### config.mk
export PLATFORM = sky130hd
export DESIGN_NAME = issue_stage
export DESIGN_NICKNAME = d
export VERILOG_FILES = /design/src/logic/issue_pkg.sv /design/src/logic/int_regfile.sv /design/src/logic/hazard_check.sv /design/src/logic/ex_issue_reg.sv /design/src/logic/issue_stage.sv
export SDC_FILE = /design/constraint.sdc
export NUM_CORES = 2
export LEC_CHECK = 0
export ABC_AREA = 0
export BUFFER_PORTS_ARGS = -buffer_cell sky130_fd_sc_hd__buf_2
export CAP_MARGIN = 20
export CORE_MARGIN = 1
export CORE_UTILIZATION = 45
export CTS_CLUSTER_SIZE = 40
export DETAILED_ROUTE_END_ITERATION = 10
export PLACE_DENSITY_LB_ADDON = 0.15
export SLEW_MARGIN = 20
export SYNTH_ARGS = -nofsm -noshare
export SYNTH_HDL_FRONTEND = slang
export SYNTH_HIERARCHICAL = 1
export SYNTH_SLANG_ARGS = --single-unit
### constraint.sdc
create_clock -name clk_i -period 3.8 [get_ports clk_i]
set_input_delay 0.38 -clock clk_i [delete_from_list [all_inputs] [get_ports clk_i]]
set_output_delay 0.38 -clock clk_i [all_outputs]
set_load 0.02 [all_outputs]
### src/logic/issue_pkg.sv
package issue_pkg;

    // ----------------------------------------------------------
    // widths
    // ----------------------------------------------------------
    localparam int unsigned XLEN       = 32;
    localparam int unsigned REG_ADDR_W = 5;
    localparam int unsigned TRANS_ID_W = 3;

    // data word, register address and scoreboard tag
    typedef logic [XLEN-1:0]       xlen_t;
    typedef logic [REG_ADDR_W-1:0] reg_addr_t;
    typedef logic [TRANS_ID_W-1:0] trans_id_t;
    // operation code, passed through to the units untouched
    typedef logic [6:0]            fu_op_t;

    // functional unit that executes an entry, NONE needs no unit
    typedef enum logic [2:0] {
        NONE,
        ALU,
        CTRL_FLOW,
        MULT,
        LOAD,
        STORE,
        CSR
    } fu_t;

    // pending writer per architectural register
    typedef fu_t [2**REG_ADDR_W-1:0] clobber_t;

    // ----------------------------------------------------------
    // structs between scoreboard, stage and units
    // ----------------------------------------------------------
    typedef struct packed {
        fu_t       fu;
        fu_op_t    op;
        reg_addr_t rs1;
        reg_addr_t rs2;
        reg_addr_t rd;
        xlen_t     imm;
        xlen_t     pc;
        trans_id_t trans_id;
        logic      use_imm;
        logic      use_pc;
        logic      use_zimm;
        // exception raised by an earlier stage
        logic      ex_valid;
    } issue_entry_t;

    // one forward answer from the scoreboard
    typedef struct packed {
        xlen_t value;
        logic  valid;
    } fwd_t;

    // one register write from commit
    typedef struct packed {
        reg_addr_t waddr;
        xlen_t     wdata;
        logic      we;
    } commit_port_t;

    typedef struct packed {
        fu_t       fu;
        fu_op_t    op;
        xlen_t     operand_a;
        xlen_t     operand_b;
        xlen_t     imm;
        trans_id_t trans_id;
    } fu_data_t;

    // one strobe per unit, loads and stores share the lsu strobe
    typedef struct packed {
        logic alu;
        logic branch;
        logic lsu;
        logic mult;
        logic csr;
    } fu_valid_t;

endpackage

### src/logic/int_regfile.sv
module int_regfile #(
    parameter int unsigned NR_COMMIT_PORTS = 2
) (
    input  logic                                          clk_i,
    input  logic                                          rst_n_i,
    // two combinational read ports, rs1 at index 0 and rs2 at index 1
    input  issue_pkg::reg_addr_t [1:0]                    raddr_i,
    output issue_pkg::xlen_t [1:0]                        rdata_o,
    // one write port per commit port
    input  issue_pkg::commit_port_t [NR_COMMIT_PORTS-1:0] commit_i
);

    // x1..x31 only, x0 has no storage
    issue_pkg::xlen_t [31:1] regs_q;

    // ----------------------------------------------------------
    // write side
    // ----------------------------------------------------------
    always_ff @(posedge clk_i) begin
        if (!rst_n_i) begin
            regs_q <= '0;
        end else begin
            // later ports overwrite earlier ones on the same address
            for (int unsigned i = 0; i < NR_COMMIT_PORTS; i++) begin
                if (commit_i[i].we && (commit_i[i].waddr != '0)) begin
                    regs_q[commit_i[i].waddr] <= commit_i[i].wdata;
                end
            end
        end
    end

    // ----------------------------------------------------------
    // read side
    // ----------------------------------------------------------
    // no bypass, a write at edge n shows up from cycle n+1
    always_comb begin : read_ports
        for (int unsigned r = 0; r < 2; r++) begin
            if (raddr_i[r] == '0) begin
                // x0 is hard-wired
                rdata_o[r] = '0;
            end else begin
                rdata_o[r] = regs_q[raddr_i[r]];
            end
        end
    end

endmodule

### src/logic/hazard_check.sv
module hazard_check #(
    parameter int unsigned NR_COMMIT_PORTS = 2
) (
    input  issue_pkg::issue_entry_t                       entry_i,
    input  logic                                          issue_valid_i,
    input  issue_pkg::clobber_t                           rd_clobber_i,
    input  issue_pkg::fwd_t                               fwd1_i,
    input  issue_pkg::fwd_t                               fwd2_i,
    input  issue_pkg::commit_port_t [NR_COMMIT_PORTS-1:0] commit_i,
    input  logic                                          flu_ready_i,
    input  logic                                          lsu_ready_i,
    // registered mult strobe of the execute register
    input  logic                                          mult_issued_i,
    output logic                                          issue_ack_o,
    // bit 0 forwards rs1, bit 1 forwards rs2
    output logic [1:0]                                    fwd_sel_o
);

    // result per source is {stall, forward}
    logic [1:0] rs1_res;
    logic [1:0] rs2_res;
    logic       stall;
    logic       fu_busy;
    logic       rd_free;
    logic       rd_released;

    // a clobbered source is forwarded only if the answer is valid
    // and the writer is not the csr unit, csr results come from the regfile
    function automatic logic [1:0] check_src(issue_pkg::fu_t owner, logic fwd_valid);
        logic [1:0] res;
        res = 2'b00;
        if (owner != issue_pkg::NONE) begin
            if (fwd_valid && (owner != issue_pkg::CSR)) begin
                res = 2'b01;
            end else begin
                res = 2'b10;
            end
        end
        return res;
    endfunction

    // ----------------------------------------------------------
    // source operands
    // ----------------------------------------------------------
    always_comb begin : src_check
        // zimm turns the rs1 field into an immediate, nothing to wait on
        if (entry_i.use_zimm) begin
            rs1_res = 2'b00;
        end else begin
            rs1_res = check_src(rd_clobber_i[entry_i.rs1], fwd1_i.valid);
        end
        rs2_res = check_src(rd_clobber_i[entry_i.rs2], fwd2_i.valid);
    end

    assign stall     = rs1_res[1] | rs2_res[1];
    assign fwd_sel_o = {rs2_res[0], rs1_res[0]};

    // busy signal of the unit the entry needs
    always_comb begin : unit_busy
        unique case (entry_i.fu)
            issue_pkg::ALU, issue_pkg::CTRL_FLOW,
            issue_pkg::CSR, issue_pkg::MULT:   fu_busy = ~flu_ready_i;
            issue_pkg::LOAD, issue_pkg::STORE: fu_busy = ~lsu_ready_i;
            default:                           fu_busy = 1'b0;
        endcase
    end

    // ----------------------------------------------------------
    // write-after-write
    // ----------------------------------------------------------
    assign rd_free = (rd_clobber_i[entry_i.rd] == issue_pkg::NONE);

    // commit writing rd this very cycle frees it
    always_comb begin : waw_release
        rd_released = 1'b0;
        for (int unsigned i = 0; i < NR_COMMIT_PORTS; i++) begin
            if (commit_i[i].we && (commit_i[i].waddr == entry_i.rd)) begin
                rd_released = 1'b1;
            end
        end
    end

    always_comb begin : issue_ack
        issue_ack_o = 1'b0;
        if (issue_valid_i) begin
            if (!stall && !fu_busy && (rd_free || rd_released)) begin
                issue_ack_o = 1'b1;
            end
            // exceptions and unit-less entries pass without a unit
            if (entry_i.ex_valid || (entry_i.fu == issue_pkg::NONE)) begin
                issue_ack_o = 1'b1;
            end
        end
        // only a multiply may follow a multiply on the shared result bus
        if (mult_issued_i && (entry_i.fu != issue_pkg::MULT)) begin
            issue_ack_o = 1'b0;
        end
    end

endmodule

### src/logic/ex_issue_reg.sv
module ex_issue_reg (
    input  logic                    clk_i,
    input  logic                    rst_n_i,
    input  logic                    flush_i,
    input  issue_pkg::issue_entry_t entry_i,
    // acknowledge and valid together
    input  logic                    issue_fire_i,
    input  logic [1:0]              fwd_sel_i,
    input  issue_pkg::fwd_t         fwd1_i,
    input  issue_pkg::fwd_t         fwd2_i,
    input  issue_pkg::xlen_t [1:0]  rf_rdata_i,
    output issue_pkg::fu_data_t     fu_data_o,
    output issue_pkg::fu_valid_t    fu_valid_o
);

    issue_pkg::fu_data_t  data_d;
    issue_pkg::fu_data_t  data_q;
    issue_pkg::fu_valid_t valid_d;
    issue_pkg::fu_valid_t valid_q;

    // ----------------------------------------------------------
    // operand select
    // ----------------------------------------------------------
    always_comb begin : operand_select
        data_d.fu       = entry_i.fu;
        data_d.op       = entry_i.op;
        data_d.trans_id = entry_i.trans_id;
        // stores and branches carry their immediate here
        data_d.imm      = entry_i.imm;

        // regfile by default, forward answer overrides
        data_d.operand_a = fwd_sel_i[0] ? fwd1_i.value : rf_rdata_i[0];
        data_d.operand_b = fwd_sel_i[1] ? fwd2_i.value : rf_rdata_i[1];

        // pc already spans a full word, no extension left to do
        if (entry_i.use_pc) begin
            data_d.operand_a = entry_i.pc;
        end
        // zimm wins over pc
        if (entry_i.use_zimm) begin
            data_d.operand_a = {{(issue_pkg::XLEN-issue_pkg::REG_ADDR_W){1'b0}}, entry_i.rs1};
        end
        // store and branch keep rs2 in operand b
        if (entry_i.use_imm && (entry_i.fu != issue_pkg::STORE)
                && (entry_i.fu != issue_pkg::CTRL_FLOW)) begin
            data_d.operand_b = entry_i.imm;
        end
    end

    // ----------------------------------------------------------
    // unit strobes
    // ----------------------------------------------------------
    always_comb begin : strobe_select
        valid_d = '0;
        if (issue_fire_i && !flush_i && !entry_i.ex_valid) begin
            unique case (entry_i.fu)
                issue_pkg::ALU:                    valid_d.alu    = 1'b1;
                issue_pkg::CTRL_FLOW:              valid_d.branch = 1'b1;
                issue_pkg::MULT:                   valid_d.mult   = 1'b1;
                issue_pkg::LOAD, issue_pkg::STORE: valid_d.lsu    = 1'b1;
                issue_pkg::CSR:                    valid_d.csr    = 1'b1;
                // NONE raises nothing
                default:                           valid_d        = '0;
            endcase
        end
    end

    // data loads every cycle, the strobe qualifies it
    always_ff @(posedge clk_i) begin
        if (!rst_n_i) begin
            data_q  <= '0;
            valid_q <= '0;
        end else begin
            data_q  <= data_d;
            valid_q <= valid_d;
        end
    end

    assign fu_data_o  = data_q;
    assign fu_valid_o = valid_q;

endmodule

### src/logic/issue_stage.sv
module issue_stage #(
    parameter int unsigned NR_COMMIT_PORTS = 2
) (
    input  logic                                          clk_i,
    input  logic                                          rst_n_i,
    input  logic                                          flush_i,
    // scoreboard handshake
    input  issue_pkg::issue_entry_t                       issue_instr_i,
    input  logic                                          issue_valid_i,
    output logic                                          issue_ack_o,
    // forward lookup
    output issue_pkg::reg_addr_t                          rs1_o,
    output issue_pkg::reg_addr_t                          rs2_o,
    input  issue_pkg::fwd_t                               fwd1_i,
    input  issue_pkg::fwd_t                               fwd2_i,
    input  issue_pkg::clobber_t                           rd_clobber_i,
    input  issue_pkg::commit_port_t [NR_COMMIT_PORTS-1:0] commit_i,
    // execute units
    input  logic                                          flu_ready_i,
    input  logic                                          lsu_ready_i,
    output issue_pkg::fu_data_t                           fu_data_o,
    output issue_pkg::fu_valid_t                          fu_valid_o
);

    issue_pkg::xlen_t [1:0] rf_rdata;
    logic [1:0]             fwd_sel;
    logic                   issue_fire;

    // scoreboard answers the forward lookup in the same cycle
    assign rs1_o      = issue_instr_i.rs1;
    assign rs2_o      = issue_instr_i.rs2;
    assign issue_fire = issue_ack_o & issue_valid_i;

    int_regfile #(
        .NR_COMMIT_PORTS(NR_COMMIT_PORTS)
    ) u_int_regfile (
        .clk_i   (clk_i),
        .rst_n_i (rst_n_i),
        .raddr_i ({issue_instr_i.rs2, issue_instr_i.rs1}),
        .rdata_o (rf_rdata),
        .commit_i(commit_i)
    );

    // mult strobe of the execute register closes the multiply loop
    hazard_check #(
        .NR_COMMIT_PORTS(NR_COMMIT_PORTS)
    ) u_hazard_check (
        .entry_i      (issue_instr_i),
        .issue_valid_i(issue_valid_i),
        .rd_clobber_i (rd_clobber_i),
        .fwd1_i       (fwd1_i),
        .fwd2_i       (fwd2_i),
        .commit_i     (commit_i),
        .flu_ready_i  (flu_ready_i),
        .lsu_ready_i  (lsu_ready_i),
        .mult_issued_i(fu_valid_o.mult),
        .issue_ack_o  (issue_ack_o),
        .fwd_sel_o    (fwd_sel)
    );

    ex_issue_reg u_ex_issue_reg (
        .clk_i       (clk_i),
        .rst_n_i     (rst_n_i),
        .flush_i     (flush_i),
        .entry_i     (issue_instr_i),
        .issue_fire_i(issue_fire),
        .fwd_sel_i   (fwd_sel),
        .fwd1_i      (fwd1_i),
        .fwd2_i      (fwd2_i),
        .rf_rdata_i  (rf_rdata),
        .fu_data_o   (fu_data_o),
        .fu_valid_o  (fu_valid_o)
    );

endmodule

# After elaboration in Yosys (flattened, before gate mapping)
# Index checks and enable logic that the tools add are counted.
[classes]
shifts = 0
n_reduce_logical = 33
eq_ne = 13
multipliers = 0
mux = 43
bitwise_logic = 5
div = 0
n_addsub = 0
order_cmp = 7
[op_table]
columns = ["cell", "n"]
rows = [
  ["$mux W992", 3],
  ["$bwmux W992", 2],
  ["$bmux W32 S5", 2],
  ["$demux W32 S5", 2],
  ["$mux W32", 10],
  ["$bmux W3 S5", 3],
  ["$lt A5 B6 Y1 const B", 5],
  ["$logic_and A1 B1 Y1", 15],
  ["$mux W1", 11],
  ["$eq A5 B5 Y1", 2],
  ["$ge A5 B1 Y1 const B", 2],
  ["$logic_not A5 Y1", 2],
  ["$mux W2", 5],
  ["$reduce_bool A5 Y1", 2],
  ["$eq A3 B3 Y1 const B", 3],
  ["$mux W3", 3],
  ["$ne A3 B3 Y1 const B", 3],
  ["$eq A3 B2 Y1 const B", 2],
  ["$logic_not A3 Y1", 2],
  ["$ne A3 B2 Y1 const B", 2],
  ["$reduce_bool A3 Y1", 2],
  ["$mux W5", 1],
  ["$logic_not A1 Y1", 4],
  ["$reduce_or A2 Y1", 2],
  ["other kinds (8)", 11],
]
[totals]
register_bits = 1106
ramBits = 0
latchBits = 0
inputBits = 340
rom_bits = 0
n_memories = 0
out_inout_bits = 125

# Longest topological paths before layout
[depth]
ltp_word = 19
depth_mapped = 15

# Cells and area by module
# Netlist, hierarchy kept.
[modules_own_cells]
columns = ["module", "instances", "area_each_um2", "seq_area_each_um2", "cells_per_inst"]
rows = [
  ["int_regfile", 1, 61371.4, 19859.0, 7418],
  ["ex_issue_reg", 1, 4569.4, 2282.2, 402],
  ["hazard_check", 1, 2439.8, 0.0, 278],
  ["issue_stage", 1, 81.3, 0.0, 11],
]

# Worst setup path after synthesis
# Ideal clock, no wire load.
[synth_path]
path_type = "input -> register"
start = "input port issue_instr_i[82] (netlist name)"
end = "register u_ex_issue_reg.valid_q, in the netlist u_ex_issue_reg/fu_valid_o[3]"
slack_ns = 0.168
t_arrival_ns = 3.552
setup_ns = 0.080
path_stages = 11
path_buffers = 1
cell_sequence = "buf_2 -> mux4_2 -> o211a_1 -> nor4_4 -> a311oi_1 -> or3_1 -> o41ai_2 -> and2_1 -> or3b_1 -> or2_0 -> nor3b_1"
[synth_between]
elab_chain_len = 19
elab_cells_between_ends = 20
classes_between = "1 x eq/ne; 9 x mux; 2 x bitwise; 8 x reduce/logical"
[synth_rtl]
columns = ["element", "line", "text"]
rows = [
  ["start: declaration", "issue_stage.sv:8", "input issue_pkg::issue_entry_t issue_instr_i,"],
  ["$bmux W3 S5 (*)", "hazard_check.sv:50", "rs1_res = check_src(rd_clobber_i[entry_i.rs1], fwd1_i.valid);"],
  ["$mux W3 (implied by the code) (*)", "hazard_check.sv:50", ""],
  ["$ne A3 B3 Y1", "hazard_check.sv:33", "if (fwd_valid && (owner != issue_pkg::CSR)) begin"],
  ["$logic_and A1 B1 Y1", "hazard_check.sv:33", ""],
  ["$mux W2", "hazard_check.sv:33", ""],
  ["$mux W2 (*)", "hazard_check.sv:32", "if (owner != issue_pkg::NONE) begin"],
  ["$mux W2 (*)", "hazard_check.sv:47", "if (entry_i.use_zimm) begin"],
  ["$or A1 B1 Y1 (*)", "hazard_check.sv:55", "assign stall = rs1_res[1] | rs2_res[1];"],
  ["[4 not listed]", "--", ""],
  ["$mux W1 (*)", "hazard_check.sv:90", "if (entry_i.ex_valid || (entry_i.fu == issue_pkg::NONE)) begin"],
  ["$mux W1 (*)", "hazard_check.sv:85", "if (issue_valid_i) begin"],
  ["$mux W1 (*)", "hazard_check.sv:95", "if (mult_issued_i && (entry_i.fu != issue_pkg::MULT)) begin"],
  ["net issue_ack_o", "issue_stage.sv:10", "output logic issue_ack_o,"],
  ["$and A1 B1 Y1 (*)", "issue_stage.sv:32", "assign issue_fire = issue_ack_o & issue_valid_i;"],
  ["net issue_fire", "issue_stage.sv:27", "logic issue_fire;"],
  ["$logic_and A1 B1 Y1 (*) (2 in a row)", "ex_issue_reg.sv:55", "if (issue_fire_i && !flush_i && !entry_i.ex_valid) begin"],
  ["$reduce_and A2 Y1 (no source line) (*)", "--", ""],
  ["end signal: assignment", "ex_issue_reg.sv:75", "valid_q <= valid_d;"],
  ["end: declaration", "ex_issue_reg.sv:19", "issue_pkg::fu_valid_t valid_q;"],
]
# Mark *: on every way through the listed nets, which the timed path passes. The rest lies on a longest branch. The select of a mux whose other input is x is not followed.
# A chain may end at the register's enable or synchronous reset.

# Worst setup path after layout
[layout_path]
start = "input port issue_instr_i[81] (netlist name)"
end = "register u_ex_issue_reg.valid_q, in the netlist u_ex_issue_reg/fu_valid_o[4]"
[layout_between]
elab_chain_len = 19
elab_cells_between_ends = 20
classes_between = "1 x eq/ne; 9 x mux; 2 x bitwise; 8 x reduce/logical"
[layout_rtl]
columns = ["element", "line", "text"]
rows = [
  ["$bmux W3 S5 (*)", "hazard_check.sv:50", ""],
  ["$mux W3 (implied by the code) (*)", "hazard_check.sv:50", ""],
  ["$ne A3 B3 Y1", "hazard_check.sv:33", ""],
  ["$logic_and A1 B1 Y1", "hazard_check.sv:33", ""],
  ["$mux W2", "hazard_check.sv:33", ""],
  ["$mux W2 (*)", "hazard_check.sv:32", ""],
  ["$mux W2 (*)", "hazard_check.sv:47", ""],
  ["$or A1 B1 Y1 (*)", "hazard_check.sv:55", ""],
  ["[3 not listed]", "--", ""],
  ["$mux W1 (*)", "hazard_check.sv:86", "if (!stall && !fu_busy && (rd_free || rd_released)) begin"],
  ["$mux W1 (*)", "hazard_check.sv:90", ""],
  ["$mux W1 (*)", "hazard_check.sv:85", ""],
  ["$mux W1 (*)", "hazard_check.sv:95", ""],
  ["$and A1 B1 Y1 (*)", "issue_stage.sv:32", ""],
  ["net issue_fire", "issue_stage.sv:27", ""],
  ["$logic_and A1 B1 Y1 (*) (2 in a row)", "ex_issue_reg.sv:55", ""],
  ["$reduce_and A2 Y1 (no source line) (*)", "--", ""],
]
# Marks and branches as above.

==> load_flow_metrics.sql <==
INSERT INTO impl_metrics (metric_group, metric, value, unit) VALUES
('run_status', 'outcome', 'completed', ''),
('grt', 'globalRoute.totalOverflow', '0', ''),
('floorplan', 'chipHeight', '392', 'um'),
('critical_path', 'worst-r2r-setup-slack', '0.56', 'ns'),
('floorplan', 'num_rows', '142', ''),
('detailed_routing', 'postRouteAntennaNets', '0', ''),
('worst_hold_path', 'min-delay-start', 'fwd2_i[8]', ''),
('sta', 'final_max_slew_viol_count', '0', ''),
('sta', 'max_clock_freq', '275', 'MHz'),
('cts', 'cts_hold_buffers', '138', ''),
('detailed_routing', 'drt-wirelength-per-cell', '33.1', 'um'),
('sta', 'worst-slew-pin-transition', '1.30', 'ns'),
('layout', 'layout-area-overhead-vs-synth', '14.8', '%'),
('detailed_routing', 'drt-pass1-iter-count', '9', ''),
('sta', 'final_setup_skew', '0.0279', 'ns'),
('cts', 'cts.htree.levels', '4', ''),
('critical_path', 'critPathLaunchType', 'input pin', ''),
('synth', 'synth.top_cells.by_area', 'sky130_fd_sc_hd__dfxtp_1 (32%), sky130_fd_sc_hd__mux2i_1 (12%), sky130_fd_sc_hd__a311oi_1 (9.4%)', ''),
('grt', 'number_of_global_route_vias_before_repair', '67800', ''),
('synth', 'nets_in_the_synthesized_netlist', '8449', ''),
('grt', 'antenna_violations_before_repair', '36', ''),
('synth', 'synthFlopType', 'sky130_fd_sc_hd__dfxtp_1', ''),
('critical_path', 'critPathCaptureType', 'register', ''),
('placement', 'gp_congestion', '0.979', ''),
('grt', 'global_route_wire_length_before_repair', '483', 'mm'),
('cts', 'cts-buffers-inserted', '134', ''),
('worst_hold_path', 'hold_path_end', 'u_ex_issue_reg/fu_data_o[42]', ''),
('layout', 'drive_above_1_share', '18.3', '%'),
('synth', 'leading_area_contributor_after_synthesis', 'sky130_fd_sc_hd__dfxtp_1', ''),
('critical_path', 'critPathRequiredTime', '4.52', 'ns'),
('cts', 'postCtsSetupRepairBufs', '0', ''),
('power_and_ir_drop', 'irDropWorstVdd', '0.488', 'mV'),
('critical_path', 'critical_path_class', 'input pin to register', ''),
('power_and_ir_drop', 'powerDensity', '392', 'nW/um2'),
('cts', 'ctsRootBufferMaster', 'sky130_fd_sc_hd__clkbuf_16', ''),
('cts', 'clk_path_buf_depth', '3', ''),
('detailed_routing', 'routed_via_density', '7.11', ''),
('cts', 'worst_skew_pair.late_latency', '0.80', 'ns'),
('synth', 'asyncSetResetFlopFracSynth', '0', '%'),
('cts', 'path_clk_slew', '0.06', 'ns'),
('sta', 'sum_of_negative_setup_slack', '0', 'ns'),
('synth', 'synth_enable_flop_cells', '0', ''),
('worst_hold_path', 'hold_path.class', 'input pin to register', ''),
('layout', 'final_nets', '8493', ''),
('placement', 'place.port_buffers', '464', ''),
('layout', 'layout_common_cells', 'sky130_fd_sc_hd__dfxtp_1 (1106), sky130_fd_sc_hd__nor2_1 (1038), sky130_fd_sc_hd__mux2i_1 (841), sky130_fd_sc_hd__nand2_1 (826), sky130_fd_sc_hd__a311oi_1 (738)', ''),
('cts', 'tritoncts_num_sinks', '1106', ''),
('grt', 'grt_start_max_net_pins', '107', ''),
('layout', 'utilization_after_layout', '52.2', '%'),
('sta', 'rsz0062_at_grt', 'false', ''),
('detailed_routing', 'totalWireLength', '341', 'mm'),
('floorplan', 'floorplan.io_pins', '465', ''),
('placement', 'dp_hpwl', '208', 'mm'),
('floorplan', 'starting_density', '45.5', '%'),
('sta', 'period_share', '95.7', '%'),
('critical_path', 'critical_path_arrival', '4.36', 'ns'),
('sta', 'timing.hold.ws', '0.0180', 'ns'),
('floorplan', 'die_footprint', '154000', 'um2'),
('cts', 'tritoncts', 'done', ''),
('synth', 'synth_sequential_area_ratio', '32.3', '%'),
('layout', 'postLayoutCellArea', '78600', 'um2'),
('synth', 'postSynthCellCount', '8109', ''),
('synth', 'postSynthRegisterBits', '1106', ''),
('cts', 'postCtsResizedCells', '0', ''),
('synth', 'synth.yosys.warnings', '6', ''),
('layout', 'most_common_cell_after_layout_fill_and_taps_aside', 'sky130_fd_sc_hd__dfxtp_1', ''),
('sta', 'max-slew-margin-rel', '13.4', '%'),
('critical_path', 'crit_path_max_fanout', '12', ''),
('synth', 'mean_instance_size_in_the_synthesized_netlist', '8.44', 'um2'),
('synth', 'synth.cell_area', '68500', 'um2'),
('power_and_ir_drop', 'p_total', '30.8', 'mW');
## layout make-up
| type | count | area [um2] |
|---|---|---|
| flip-flops and latches | 1106 | 22100 |
| fillers | 13900 | 71900 |
| inverters | 14 | 60.1 |
| multi-input cells | 5921 | 41800 |
| clock inverters | 43 | 528 |
| well taps | 2016 | 2520 |
| repair buffers | 976 | 7450 |
| diodes | 28 | 70.1 |
| clock buffers | 196 | 4000 |
## report_power, final
part	internal, mW	leakage (nW)	switching, mW	total (mW)
clock network	7.94	2.24	5.64	13.6
logic	1.72	18.9	3.44	5.16
registers	11.9	8.96	0.190	12.1
## layer usage
| metal | vias to the layer above | track usage, % | routed length, um |
|---|---|---|---|
| met4 | 20 | 25.3 | 22400 |
| met5 | - | 0 | 112 |
| met2 | 5880 | 61.5 | 141000 |
| met3 | 1353 | 14.6 | 48600 |
| li1 | 30400 | - | - |
| met1 | 35600 | 54.4 | 129000 |
## flip-flops by register name, summed over array words and instances (netlist names)
| register | flops |
|---|---|
| u_ex_issue_reg/fu_data_o | 109 |
| u_int_regfile/regs_q | 992 |
| u_ex_issue_reg/fu_valid_o | 5 |
## worst max path at each step
| stage | cells past startpoint | endpoint | slack (ns) | startpoint |
|---|---|---|---|---|
| 2_1_floorplan | 11 | u_ex_issue_reg/fu_valid_o[3] | 0.17 | issue_instr_i[82] |
| 3_3_place_gp | 12 | u_ex_issue_reg/fu_valid_o[3] | 0.01 | issue_instr_i[81] |
| 3_5_place_dp | 12 | u_ex_issue_reg/fu_valid_o[3] | 0.02 | issue_instr_i[81] |
| 4_1_cts | 13 | u_ex_issue_reg/fu_valid_o[1] | 0.35 | issue_instr_i[81] |
| 5_1_grt | 13 | u_ex_issue_reg/fu_valid_o[4] | 0.05 | issue_instr_i[81] |
| 6_report | 13 | u_ex_issue_reg/fu_valid_o[4] | 0.16 | issue_instr_i[81] |
## critical path, stage by stage
cell                            delay (ns)
sky130_fd_sc_hd__buf_8                0.15
sky130_fd_sc_hd__mux4_1               0.57
sky130_fd_sc_hd__mux2i_1              0.33
sky130_fd_sc_hd__nor2_1               0.13
sky130_fd_sc_hd__nor4_4               0.26
sky130_fd_sc_hd__a311oi_1             0.15
sky130_fd_sc_hd__or3_1                0.35
sky130_fd_sc_hd__o41ai_2              0.46
sky130_fd_sc_hd__and2_1               0.19
sky130_fd_sc_hd__or3b_1               0.39
sky130_fd_sc_hd__buf_4                0.16
sky130_fd_sc_hd__nor4_1               0.21
sky130_fd_sc_hd__dlygate4sd3_1        0.61
## through the flow
stage	cells	setup slack [ns]
after floorplan	8109	0.168
after global placement	9895	0.0123
after detailed placement	9895	0.0174
after CTS	10300	0.352
after global routing	10300	0.0516
final	10300	0.163
## cells in the mapped netlist (46+ instances only)
cell                           n
sky130_fd_sc_hd__dfxtp_1    1106
sky130_fd_sc_hd__nor2_1     1046
sky130_fd_sc_hd__nand2_1     867
sky130_fd_sc_hd__mux2i_1     841
sky130_fd_sc_hd__a311oi_1    738
sky130_fd_sc_hd__clkbuf_1    733
sky130_fd_sc_hd__nand3_1     419
sky130_fd_sc_hd__o21ai_0     409
sky130_fd_sc_hd__a211oi_1    275
sky130_fd_sc_hd__mux2_2      189
sky130_fd_sc_hd__buf_2       173
sky130_fd_sc_hd__mux4_2      153
sky130_fd_sc_hd__a21oi_1     114
sky130_fd_sc_hd__buf_4       112
sky130_fd_sc_hd__a22oi_1      92
sky130_fd_sc_hd__o22ai_1      90
sky130_fd_sc_hd__a221oi_1     70
sky130_fd_sc_hd__a221o_1      64
sky130_fd_sc_hd__nor2b_1      62
sky130_fd_sc_hd__o211ai_1     55
sky130_fd_sc_hd__and2_1       51
sky130_fd_sc_hd__a2bb2oi_1    46
## kinds of logic after synthesis
| kind of cell | after synthesis | synth area share (%) |
|---|---|---|
| multiplexers | 1203 | 21.0 |
| buffers and inverters | 1082 | 7.16 |
| AND/OR/NAND/NOR | 2623 | 16.5 |
| XOR/XNOR | 12 | 0.154 |
| flip-flops | 1106 | 32.3 |
| AO/OA/AOI/OAI | 2083 | 22.8 |
No activity file was read; power rests on OpenSTA's default activity.
